**config.mk**
```make
export PLATFORM = sky130hd
export DESIGN_NAME = core_mem_top
export DESIGN_NICKNAME = d
export VERILOG_FILES = /design/src/verilog/mem_pkg.sv /design/src/verilog/read_arbiter.sv /design/src/verilog/write_buffer.sv /design/src/verilog/perf_counter.sv /design/src/verilog/core_mem_top.sv
export SDC_FILE = /design/constraint.sdc
export NUM_CORES = 1
export LEC_CHECK = 0
export ABC_AREA = 1
export BUFFER_PORTS_ARGS = -buffer_cell sky130_fd_sc_hd__buf_2
export CORE_UTILIZATION = 50
export CTS_CLUSTER_DIAMETER = 100
export CTS_CLUSTER_SIZE = 25
export DETAILED_ROUTE_END_ITERATION = 8
export HOLD_SLACK_MARGIN = 0.1
export PLACE_DENSITY = 0.75
export SYNTH_ARGS = -nofsm -noshare
export SYNTH_HDL_FRONTEND = slang
export SYNTH_SLANG_ARGS = --single-unit
```
**constraint.sdc**
```tcl
create_clock -name aclk -period 5.6 [get_ports aclk]
set_input_delay 0.56 -clock aclk [delete_from_list [all_inputs] [get_ports aclk]]
set_output_delay 0.56 -clock aclk [all_outputs]
set_load 0.01 [all_outputs]
```
**src/verilog/mem_pkg.sv**
```systemverilog
package mem_pkg;

  // bus widths
  localparam int ADDR_W   = 32;
  localparam int DATA_W   = 32;
  localparam int STRB_W   = DATA_W / 8;
  localparam int AXI_ID_W = 4;

  // read source, carried on arid and returned on rid
  typedef enum logic [AXI_ID_W-1:0] {
    SRC_FETCH = 4'd0,
    SRC_LOAD  = 4'd1
  } rd_src_e;

  // read arbiter, one outstanding read
  typedef enum logic [1:0] {
    RD_IDLE = 2'd0,
    RD_ADDR = 2'd1,
    RD_DATA = 2'd2
  } rd_state_e;

  // write buffer drain of the head entry
  typedef enum logic [1:0] {
    WR_IDLE = 2'd0,
    WR_SEND = 2'd1,
    WR_RESP = 2'd2
  } wr_state_e;

endpackage

```
**src/verilog/read_arbiter.sv**
```systemverilog
`timescale 1ns/1ns

module read_arbiter (
  input  logic                           aclk,
  input  logic                           i_rst_n,
  // instruction fetch port
  input  logic                           i_fetch_valid,
  input  logic [mem_pkg::ADDR_W-1:0]     i_fetch_addr,
  output logic                           o_fetch_ready,
  output logic                           o_fetch_rvalid,
  output logic [mem_pkg::DATA_W-1:0]     o_fetch_rdata,
  // data load port
  input  logic                           i_load_valid,
  input  logic [mem_pkg::ADDR_W-1:0]     i_load_addr,
  output logic                           o_load_ready,
  output logic                           o_load_rvalid,
  output logic [mem_pkg::DATA_W-1:0]     o_load_rdata,
  // ordering against posted stores
  input  logic                           i_wbuf_empty,
  // AXI read address
  output logic [mem_pkg::AXI_ID_W-1:0]   o_arid,
  output logic [mem_pkg::ADDR_W-1:0]     o_araddr,
  output logic                           o_arvalid,
  input  logic                           i_arready,
  // AXI read data
  input  logic [mem_pkg::AXI_ID_W-1:0]   i_rid,
  input  logic [mem_pkg::DATA_W-1:0]     i_rdata,
  input  logic                           i_rvalid,
  output logic                           o_rready,
  // perf events
  output logic                           o_fetch_accept,
  output logic                           o_load_accept,
  output logic                           o_read_stall
);
  import mem_pkg::*;

  rd_state_e         state_q;
  rd_src_e           src_q;
  logic [ADDR_W-1:0] addr_q;
  logic [DATA_W-1:0] rdata_q;
  logic              fetch_rvalid_q;
  logic              load_rvalid_q;
  logic              idle;
  logic              ar_done;
  logic              r_done;

  assign idle    = (state_q == RD_IDLE);
  assign ar_done = (state_q == RD_ADDR) && i_arready;
  assign r_done  = (state_q == RD_DATA) && i_rvalid;

  // reads wait for the store buffer to drain, load wins over fetch
  assign o_load_ready  = idle && i_wbuf_empty;
  assign o_fetch_ready = idle && i_wbuf_empty && !i_load_valid;

  assign o_load_accept  = i_load_valid && o_load_ready;
  assign o_fetch_accept = i_fetch_valid && o_fetch_ready;
  assign o_read_stall   = idle && (i_fetch_valid || i_load_valid) && !i_wbuf_empty;

  assign o_arid    = src_q;
  assign o_araddr  = addr_q;
  assign o_arvalid = (state_q == RD_ADDR);
  assign o_rready  = (state_q == RD_DATA);

  assign o_fetch_rvalid = fetch_rvalid_q;
  assign o_fetch_rdata  = rdata_q;
  assign o_load_rvalid  = load_rvalid_q;
  assign o_load_rdata   = rdata_q;

  always_ff @(posedge aclk or negedge i_rst_n) begin
    if (!i_rst_n) begin
      state_q <= RD_IDLE;
    end else begin
      case (state_q)
        RD_IDLE: begin
          if (o_load_accept || o_fetch_accept) begin
            state_q <= RD_ADDR;
          end
        end
        RD_ADDR: begin
          if (ar_done) begin
            state_q <= RD_DATA;
          end
        end
        RD_DATA: begin
          if (r_done) begin
            state_q <= RD_IDLE;
          end
        end
        default: state_q <= RD_IDLE;
      endcase
    end
  end

  // request held on AR until the handshake
  always_ff @(posedge aclk) begin
    if (o_load_accept) begin
      src_q  <= SRC_LOAD;
      addr_q <= i_load_addr;
    end else if (o_fetch_accept) begin
      src_q  <= SRC_FETCH;
      addr_q <= i_fetch_addr;
    end
  end

  always_ff @(posedge aclk) begin
    if (r_done) begin
      rdata_q <= i_rdata;
    end
  end

  // one-cycle return pulse, steered by rid
  always_ff @(posedge aclk or negedge i_rst_n) begin
    if (!i_rst_n) begin
      fetch_rvalid_q <= 1'b0;
      load_rvalid_q  <= 1'b0;
    end else begin
      fetch_rvalid_q <= r_done && (i_rid == SRC_FETCH);
      load_rvalid_q  <= r_done && (i_rid == SRC_LOAD);
    end
  end

endmodule

```
**src/verilog/write_buffer.sv**
```systemverilog
`timescale 1ns/1ns

module write_buffer #(
  parameter int WBUF_DEPTH = 4
) (
  input  logic                          aclk,
  input  logic                          i_rst_n,
  // store port from the core
  input  logic                          i_st_valid,
  input  logic [mem_pkg::ADDR_W-1:0]    i_st_addr,
  input  logic [mem_pkg::STRB_W-1:0]    i_st_strb,
  input  logic [mem_pkg::DATA_W-1:0]    i_st_data,
  output logic                          o_st_ready,
  // status and perf event
  output logic                          o_wbuf_empty,
  output logic                          o_store_accept,
  // AXI write address
  output logic [mem_pkg::ADDR_W-1:0]    o_awaddr,
  output logic                          o_awvalid,
  input  logic                          i_awready,
  // AXI write data
  output logic [mem_pkg::DATA_W-1:0]    o_wdata,
  output logic [mem_pkg::STRB_W-1:0]    o_wstrb,
  output logic                          o_wvalid,
  input  logic                          i_wready,
  // AXI write response
  input  logic                          i_bvalid,
  output logic                          o_bready
);
  import mem_pkg::*;

  localparam int PTR_W = $clog2(WBUF_DEPTH);

  logic [ADDR_W-1:0] addr_mem [WBUF_DEPTH];
  logic [STRB_W-1:0] strb_mem [WBUF_DEPTH];
  logic [DATA_W-1:0] data_mem [WBUF_DEPTH];

  logic [PTR_W-1:0]  wr_ptr;
  logic [PTR_W-1:0]  rd_ptr;
  logic [PTR_W:0]    count;
  logic              full;
  logic              empty;
  logic              push;
  logic              pop;

  wr_state_e         state_q;
  logic              awvalid_q;
  logic              wvalid_q;
  logic              aw_done;
  logic              w_done;

  assign full  = (count == (PTR_W + 1)'(WBUF_DEPTH));
  assign empty = (count == '0);

  assign o_st_ready     = !full;
  assign o_wbuf_empty   = empty;
  assign push           = i_st_valid && !full;
  assign o_store_accept = push;

  // head entry stays put until its B response pops it
  assign o_awaddr  = addr_mem[rd_ptr];
  assign o_wdata   = data_mem[rd_ptr];
  assign o_wstrb   = strb_mem[rd_ptr];
  assign o_awvalid = awvalid_q;
  assign o_wvalid  = wvalid_q;
  assign o_bready  = (state_q == WR_RESP);

  assign aw_done = !awvalid_q || i_awready;
  assign w_done  = !wvalid_q || i_wready;
  assign pop     = (state_q == WR_RESP) && i_bvalid;

  always_ff @(posedge aclk) begin
    if (push) begin
      addr_mem[wr_ptr] <= i_st_addr;
      strb_mem[wr_ptr] <= i_st_strb;
      data_mem[wr_ptr] <= i_st_data;
    end
  end

  // pointers wrap on their own width
  always_ff @(posedge aclk or negedge i_rst_n) begin
    if (!i_rst_n) begin
      wr_ptr <= '0;
      rd_ptr <= '0;
      count  <= '0;
    end else begin
      if (push) begin
        wr_ptr <= wr_ptr + 1'b1;
      end
      if (pop) begin
        rd_ptr <= rd_ptr + 1'b1;
      end
      if (push && !pop) begin
        count <= count + 1'b1;
      end else if (pop && !push) begin
        count <= count - 1'b1;
      end
    end
  end

  // AW and W go out together, each drops after its own handshake
  always_ff @(posedge aclk or negedge i_rst_n) begin
    if (!i_rst_n) begin
      state_q   <= WR_IDLE;
      awvalid_q <= 1'b0;
      wvalid_q  <= 1'b0;
    end else begin
      case (state_q)
        WR_IDLE: begin
          if (!empty) begin
            state_q   <= WR_SEND;
            awvalid_q <= 1'b1;
            wvalid_q  <= 1'b1;
          end
        end
        WR_SEND: begin
          if (i_awready) begin
            awvalid_q <= 1'b0;
          end
          if (i_wready) begin
            wvalid_q <= 1'b0;
          end
          if (aw_done && w_done) begin
            state_q <= WR_RESP;
          end
        end
        WR_RESP: begin
          if (i_bvalid) begin
            state_q <= WR_IDLE;
          end
        end
        default: begin
          state_q   <= WR_IDLE;
          awvalid_q <= 1'b0;
          wvalid_q  <= 1'b0;
        end
      endcase
    end
  end

endmodule

```
**src/verilog/perf_counter.sv**
```systemverilog
`timescale 1ns/1ns

module perf_counter #(
  parameter int CNT_W = 16
) (
  input  logic             aclk,
  input  logic             i_rst_n,
  input  logic             i_fetch_accept,
  input  logic             i_load_accept,
  input  logic             i_store_accept,
  input  logic             i_read_stall,
  output logic [CNT_W-1:0] o_fetch_cnt,
  output logic [CNT_W-1:0] o_load_cnt,
  output logic [CNT_W-1:0] o_store_cnt,
  output logic [CNT_W-1:0] o_stall_cnt
);

  localparam int N_EV = 4;

  logic [N_EV-1:0]  ev;
  logic [CNT_W-1:0] cnt_q [N_EV];

  // event index matches the output order below
  assign ev = {i_read_stall, i_store_accept, i_load_accept, i_fetch_accept};

  always_ff @(posedge aclk or negedge i_rst_n) begin
    if (!i_rst_n) begin
      for (int i = 0; i < N_EV; i++) begin
        cnt_q[i] <= '0;
      end
    end else begin
      for (int i = 0; i < N_EV; i++) begin
        // hold at all ones
        if (ev[i] && (cnt_q[i] != {CNT_W{1'b1}})) begin
          cnt_q[i] <= cnt_q[i] + 1'b1;
        end
      end
    end
  end

  assign o_fetch_cnt = cnt_q[0];
  assign o_load_cnt  = cnt_q[1];
  assign o_store_cnt = cnt_q[2];
  assign o_stall_cnt = cnt_q[3];

endmodule

```
**src/verilog/core_mem_top.sv**
```systemverilog
`timescale 1ns/1ns

module core_mem_top #(
  parameter int WBUF_DEPTH = 4,
  parameter int CNT_W      = 16
) (
  input  logic                          aclk,
  input  logic                          i_rst_n,
  // fetch
  input  logic                          i_fetch_valid,
  input  logic [mem_pkg::ADDR_W-1:0]    i_fetch_addr,
  output logic                          o_fetch_ready,
  output logic                          o_fetch_rvalid,
  output logic [mem_pkg::DATA_W-1:0]    o_fetch_rdata,
  // load
  input  logic                          i_load_valid,
  input  logic [mem_pkg::ADDR_W-1:0]    i_load_addr,
  output logic                          o_load_ready,
  output logic                          o_load_rvalid,
  output logic [mem_pkg::DATA_W-1:0]    o_load_rdata,
  // store
  input  logic                          i_st_valid,
  input  logic [mem_pkg::ADDR_W-1:0]    i_st_addr,
  input  logic [mem_pkg::STRB_W-1:0]    i_st_strb,
  input  logic [mem_pkg::DATA_W-1:0]    i_st_data,
  output logic                          o_st_ready,
  // counters
  output logic [CNT_W-1:0]              o_fetch_cnt,
  output logic [CNT_W-1:0]              o_load_cnt,
  output logic [CNT_W-1:0]              o_store_cnt,
  output logic [CNT_W-1:0]              o_stall_cnt,
  // AXI read channels
  output logic [mem_pkg::AXI_ID_W-1:0]  o_arid,
  output logic [mem_pkg::ADDR_W-1:0]    o_araddr,
  output logic                          o_arvalid,
  input  logic                          i_arready,
  input  logic [mem_pkg::AXI_ID_W-1:0]  i_rid,
  input  logic [mem_pkg::DATA_W-1:0]    i_rdata,
  input  logic                          i_rvalid,
  output logic                          o_rready,
  // AXI write channels
  output logic [mem_pkg::ADDR_W-1:0]    o_awaddr,
  output logic                          o_awvalid,
  input  logic                          i_awready,
  output logic [mem_pkg::DATA_W-1:0]    o_wdata,
  output logic [mem_pkg::STRB_W-1:0]    o_wstrb,
  output logic                          o_wvalid,
  input  logic                          i_wready,
  input  logic                          i_bvalid,
  output logic                          o_bready
);

  logic wbuf_empty;
  logic fetch_accept;
  logic load_accept;
  logic read_stall;
  logic store_accept;

  read_arbiter read_arbiter_i (
    .aclk           (aclk),
    .i_rst_n        (i_rst_n),
    .i_fetch_valid  (i_fetch_valid),
    .i_fetch_addr   (i_fetch_addr),
    .o_fetch_ready  (o_fetch_ready),
    .o_fetch_rvalid (o_fetch_rvalid),
    .o_fetch_rdata  (o_fetch_rdata),
    .i_load_valid   (i_load_valid),
    .i_load_addr    (i_load_addr),
    .o_load_ready   (o_load_ready),
    .o_load_rvalid  (o_load_rvalid),
    .o_load_rdata   (o_load_rdata),
    .i_wbuf_empty   (wbuf_empty),
    .o_arid         (o_arid),
    .o_araddr       (o_araddr),
    .o_arvalid      (o_arvalid),
    .i_arready      (i_arready),
    .i_rid          (i_rid),
    .i_rdata        (i_rdata),
    .i_rvalid       (i_rvalid),
    .o_rready       (o_rready),
    .o_fetch_accept (fetch_accept),
    .o_load_accept  (load_accept),
    .o_read_stall   (read_stall)
  );

  write_buffer #(
    .WBUF_DEPTH (WBUF_DEPTH)
  ) write_buffer_i (
    .aclk           (aclk),
    .i_rst_n        (i_rst_n),
    .i_st_valid     (i_st_valid),
    .i_st_addr      (i_st_addr),
    .i_st_strb      (i_st_strb),
    .i_st_data      (i_st_data),
    .o_st_ready     (o_st_ready),
    .o_wbuf_empty   (wbuf_empty),
    .o_store_accept (store_accept),
    .o_awaddr       (o_awaddr),
    .o_awvalid      (o_awvalid),
    .i_awready      (i_awready),
    .o_wdata        (o_wdata),
    .o_wstrb        (o_wstrb),
    .o_wvalid       (o_wvalid),
    .i_wready       (i_wready),
    .i_bvalid       (i_bvalid),
    .o_bready       (o_bready)
  );

  perf_counter #(
    .CNT_W (CNT_W)
  ) perf_counter_i (
    .aclk           (aclk),
    .i_rst_n        (i_rst_n),
    .i_fetch_accept (fetch_accept),
    .i_load_accept  (load_accept),
    .i_store_accept (store_accept),
    .i_read_stall   (read_stall),
    .o_fetch_cnt    (o_fetch_cnt),
    .o_load_cnt     (o_load_cnt),
    .o_store_cnt    (o_store_cnt),
    .o_stall_cnt    (o_stall_cnt)
  );

endmodule

```
==> metrics.cfg <==
[global_routing]
antenna_found_initial = 9
use_met1_pct = 28.23
grt.met2_usage_pct = 41.47
grt_pass1_wl_mm = 65.57
grt_overflow = 0
grt_max_degree = 102
grt_usage_pct = 23.70
grtUsageMet3_pct = 5.042
grt_pass1_vias = 11930
grt_busiest_layer = met2

[placed_design]
globalplace.congestion = 0.9237
dp_hpwl_mm = 28.75
io_buffers = 416
numPlacedInstances = 2349
dp_slack_ns = 2.549

[worst_setup_path]
cp.arrival_ns = 3.04
path_max_fanout = 101
cp-end-kind = output port
path_class = reg -> out
startpoint_type = flip-flop
crit_required_ns = 5.04

[sta]
slew_violations = 0
worst_slack_ns = 2.004
min_period_over_period_pct = 64.22
holdWs_ns = 0.1912
slew_headroom_pct = 28.07
clock_skew_ns = 0.02792
setup_tns_ns = 0
min_period_ns = 3.596
setup_viol = 0
tightest_slew_ns = 1.079
max_freq_mhz = 278.1
hold_viol_final = 0
rsz0062_at_grt = false

[logic_synthesis]
syn_area_per_cell_um2 = 11.23
synth_ff_type = edfxtp_1
postSynth.asyncResetShare_pct = 18.99
synthCells = 1560
yosysWarningCount = 0
synth_edf_count = 336
synth-seq-cells = 416
yosysSeqAreaShare_pct = 69.00
synthesis.area_um2 = 17520
synth.distinct_cells = 36

[floorplan]
start_util_pct = 50.71
fp.dieH_um = 189.2
die_x_um = 189.2
placement_rows = 68
dieArea_um2 = 35790
ioPinCount = 420
core_area_um2 = 34540

[clocking]
clockBufferDepth = 3
cts_tree = yes
cts_buffers = 20
ctsHoldBuffers = 1
cts-root-buf = clkbuf_16
clock_sinks = 416
path_clk_slew_ns = 0.10
clkLatencyLatePin_ns = 0.55
post-cts-setup-buffers = 0
post_cts_resized = 0
cts-htree-levels = 1

[routing]
antenna_left = 0
wl_per_cell_um = 18.17
wirelength_mm = 43.34
drt-pass1-iter-count = 7
viasPerCell = 5.298
vias = 12640
post-route-drc-count = 0
first_iter_violations = 801

[finish]
fin_cells = 2385
final_common_cell = buf_2
multi_input_area_um2 = 4611
drive_gt1_share_pct = 25.68
layout_common_cells = buf_2, nand2_1, edfxtp_1
area_delta_synth_final_pct = 15.97
num-nets-final = 2105
num-fill-cells = 2800
regArea_um2 = 12090

[power]
leakage_uw = 0.008325
fin_total_pwr_uw = 9363
cellPowerDensity_nw_per_um2 = 460.9
ir_drop_v = 0.0004395

[run]
drv_cap = 0

[worst_hold_path]
hp-class = in -> reg

[status]
outcome = complete, no violations

Yosys cell counts (6+ instances only):
master / count / area (µm²)
nand2_1: 377 / 1415
edfxtp_1: 336 / 10090
nor2_1: 214 / 803.3
o21ai_0: 152 / 760.7
dfrtp_1: 79 / 1977
inv_1: 73 / 274.0
o22ai_1: 68 / 425.4
nand3_1: 53 / 265.3
buf_4: 39 / 292.8
clkbuf_1: 34 / 127.6
xor2_1: 22 / 192.7
nand4_1: 16 / 100.1
buf_2: 15 / 75.07
o21ai_1: 12 / 60.06
ha_1: 9 / 112.6
buf_6: 6 / 67.56
inv_2: 6 / 22.52
nand2_4: 6 / 67.56
o21ai_2: 6 / 52.55
final timing paths:
kind | start | end | slack [ns] | cells past startpoint
worst min register to register | read_arbiter_i.o_arid[0] | read_arbiter_i.o_arid[0] | 0.46 | 2
worst max register to register | write_buffer_i.count[0] | write_buffer_i.addr_mem[0][29] | 2.93 | 5
worst min-delay path | i_rid[0] | read_arbiter_i.o_fetch_rvalid | 0.19 | 2
min in group asynchronous | i_rst_n | perf_counter_i.o_stall_cnt[2] | 0.45 | 2
worst max-delay path | write_buffer_i.rd_ptr[0] | o_awaddr[3] | 2.00 | 5
max in group asynchronous | i_rst_n | write_buffer_i.rd_ptr[0] | 3.96 | 3
cells by family (layout without fill, tap and decap cells):
kind of cell               Yosys count  after routing  synth area share, %
muxes                                1              1              0.06428
AOI/OAI and AO/OA                  244            244                7.671
other                                1              9              0.02141
xor gates and xnor gates            27             27                1.350
buffers and inverters              174            536                4.936
and+or+nand+nor                    687            687                16.20
DFF                                416            416                69.00
adders and majority gates           10             10               0.7572
flip-flops by register name, indices dropped and copies added (netlist names):
name,flops
write_buffer_i.strb_mem,16
write_buffer_i.data_mem,128
write_buffer_i.o_wvalid,1
read_arbiter_i.o_load_rvalid,1
read_arbiter_i.state_q,2
read_arbiter_i.o_fetch_rvalid,1
read_arbiter_i.o_fetch_rdata,32
perf_counter_i.o_stall_cnt,16
perf_counter_i.o_fetch_cnt,16
write_buffer_i.addr_mem,128
write_buffer_i.state_q,2
write_buffer_i.rd_ptr,2
write_buffer_i.o_awvalid,1
write_buffer_i.count,3
write_buffer_i.wr_ptr,2
perf_counter_i.o_load_cnt,16
read_arbiter_i.o_arid,1
perf_counter_i.o_store_cnt,16
read_arbiter_i.o_araddr,32
critical path, cell delays in order, from the launching register on:
cell and delay (ns):
dfrtp_4 0.66, inv_4 0.79, buf_4 0.48, o21ai_0 0.16, o22ai_1 0.19, buf_2 0.16
layer usage:
layer / part of all wire, % / wire [µm] / vias up
met5: 0.10 / 44 / -
met4: 4.4 / 1904 / 8
met3: 7.5 / 3231 / 92
met2: 49 / 21420 / 492
met1: 39 / 16740 / 6011
li1: - / - / 6032
final cells by class:
type / instances / share of cell area [%]
repair buffers: 428 / 10.72
clock inverters: 2 / 0.1232
clock buffers: 27 / 2.593
multi-input cells: 972 / 22.70
well taps: 455 / 2.802
inverters: 79 / 1.472
diodes: 6 / 0.07391
flip-flops and latches: 416 / 59.52
per-stage QoR:
step                      util, %  instance area (µm²)
after global routing        58.79                20310
after global placement      57.14                19740
after CTS                   58.77                20300
final                       58.81                20310
after detailed placement    57.14                19740
after floorplan                 -                17520
power breakdown:
group,internal (µW),total (µW),leakage (µW),switching [µW]
sequential,4050,4400,0.00412,344
clock,670,1580,0.000266,914
combinational,1070,3380,0.00394,2310
total,5790,9360,0.00832,3570
(Power assumes the default switching activity.)
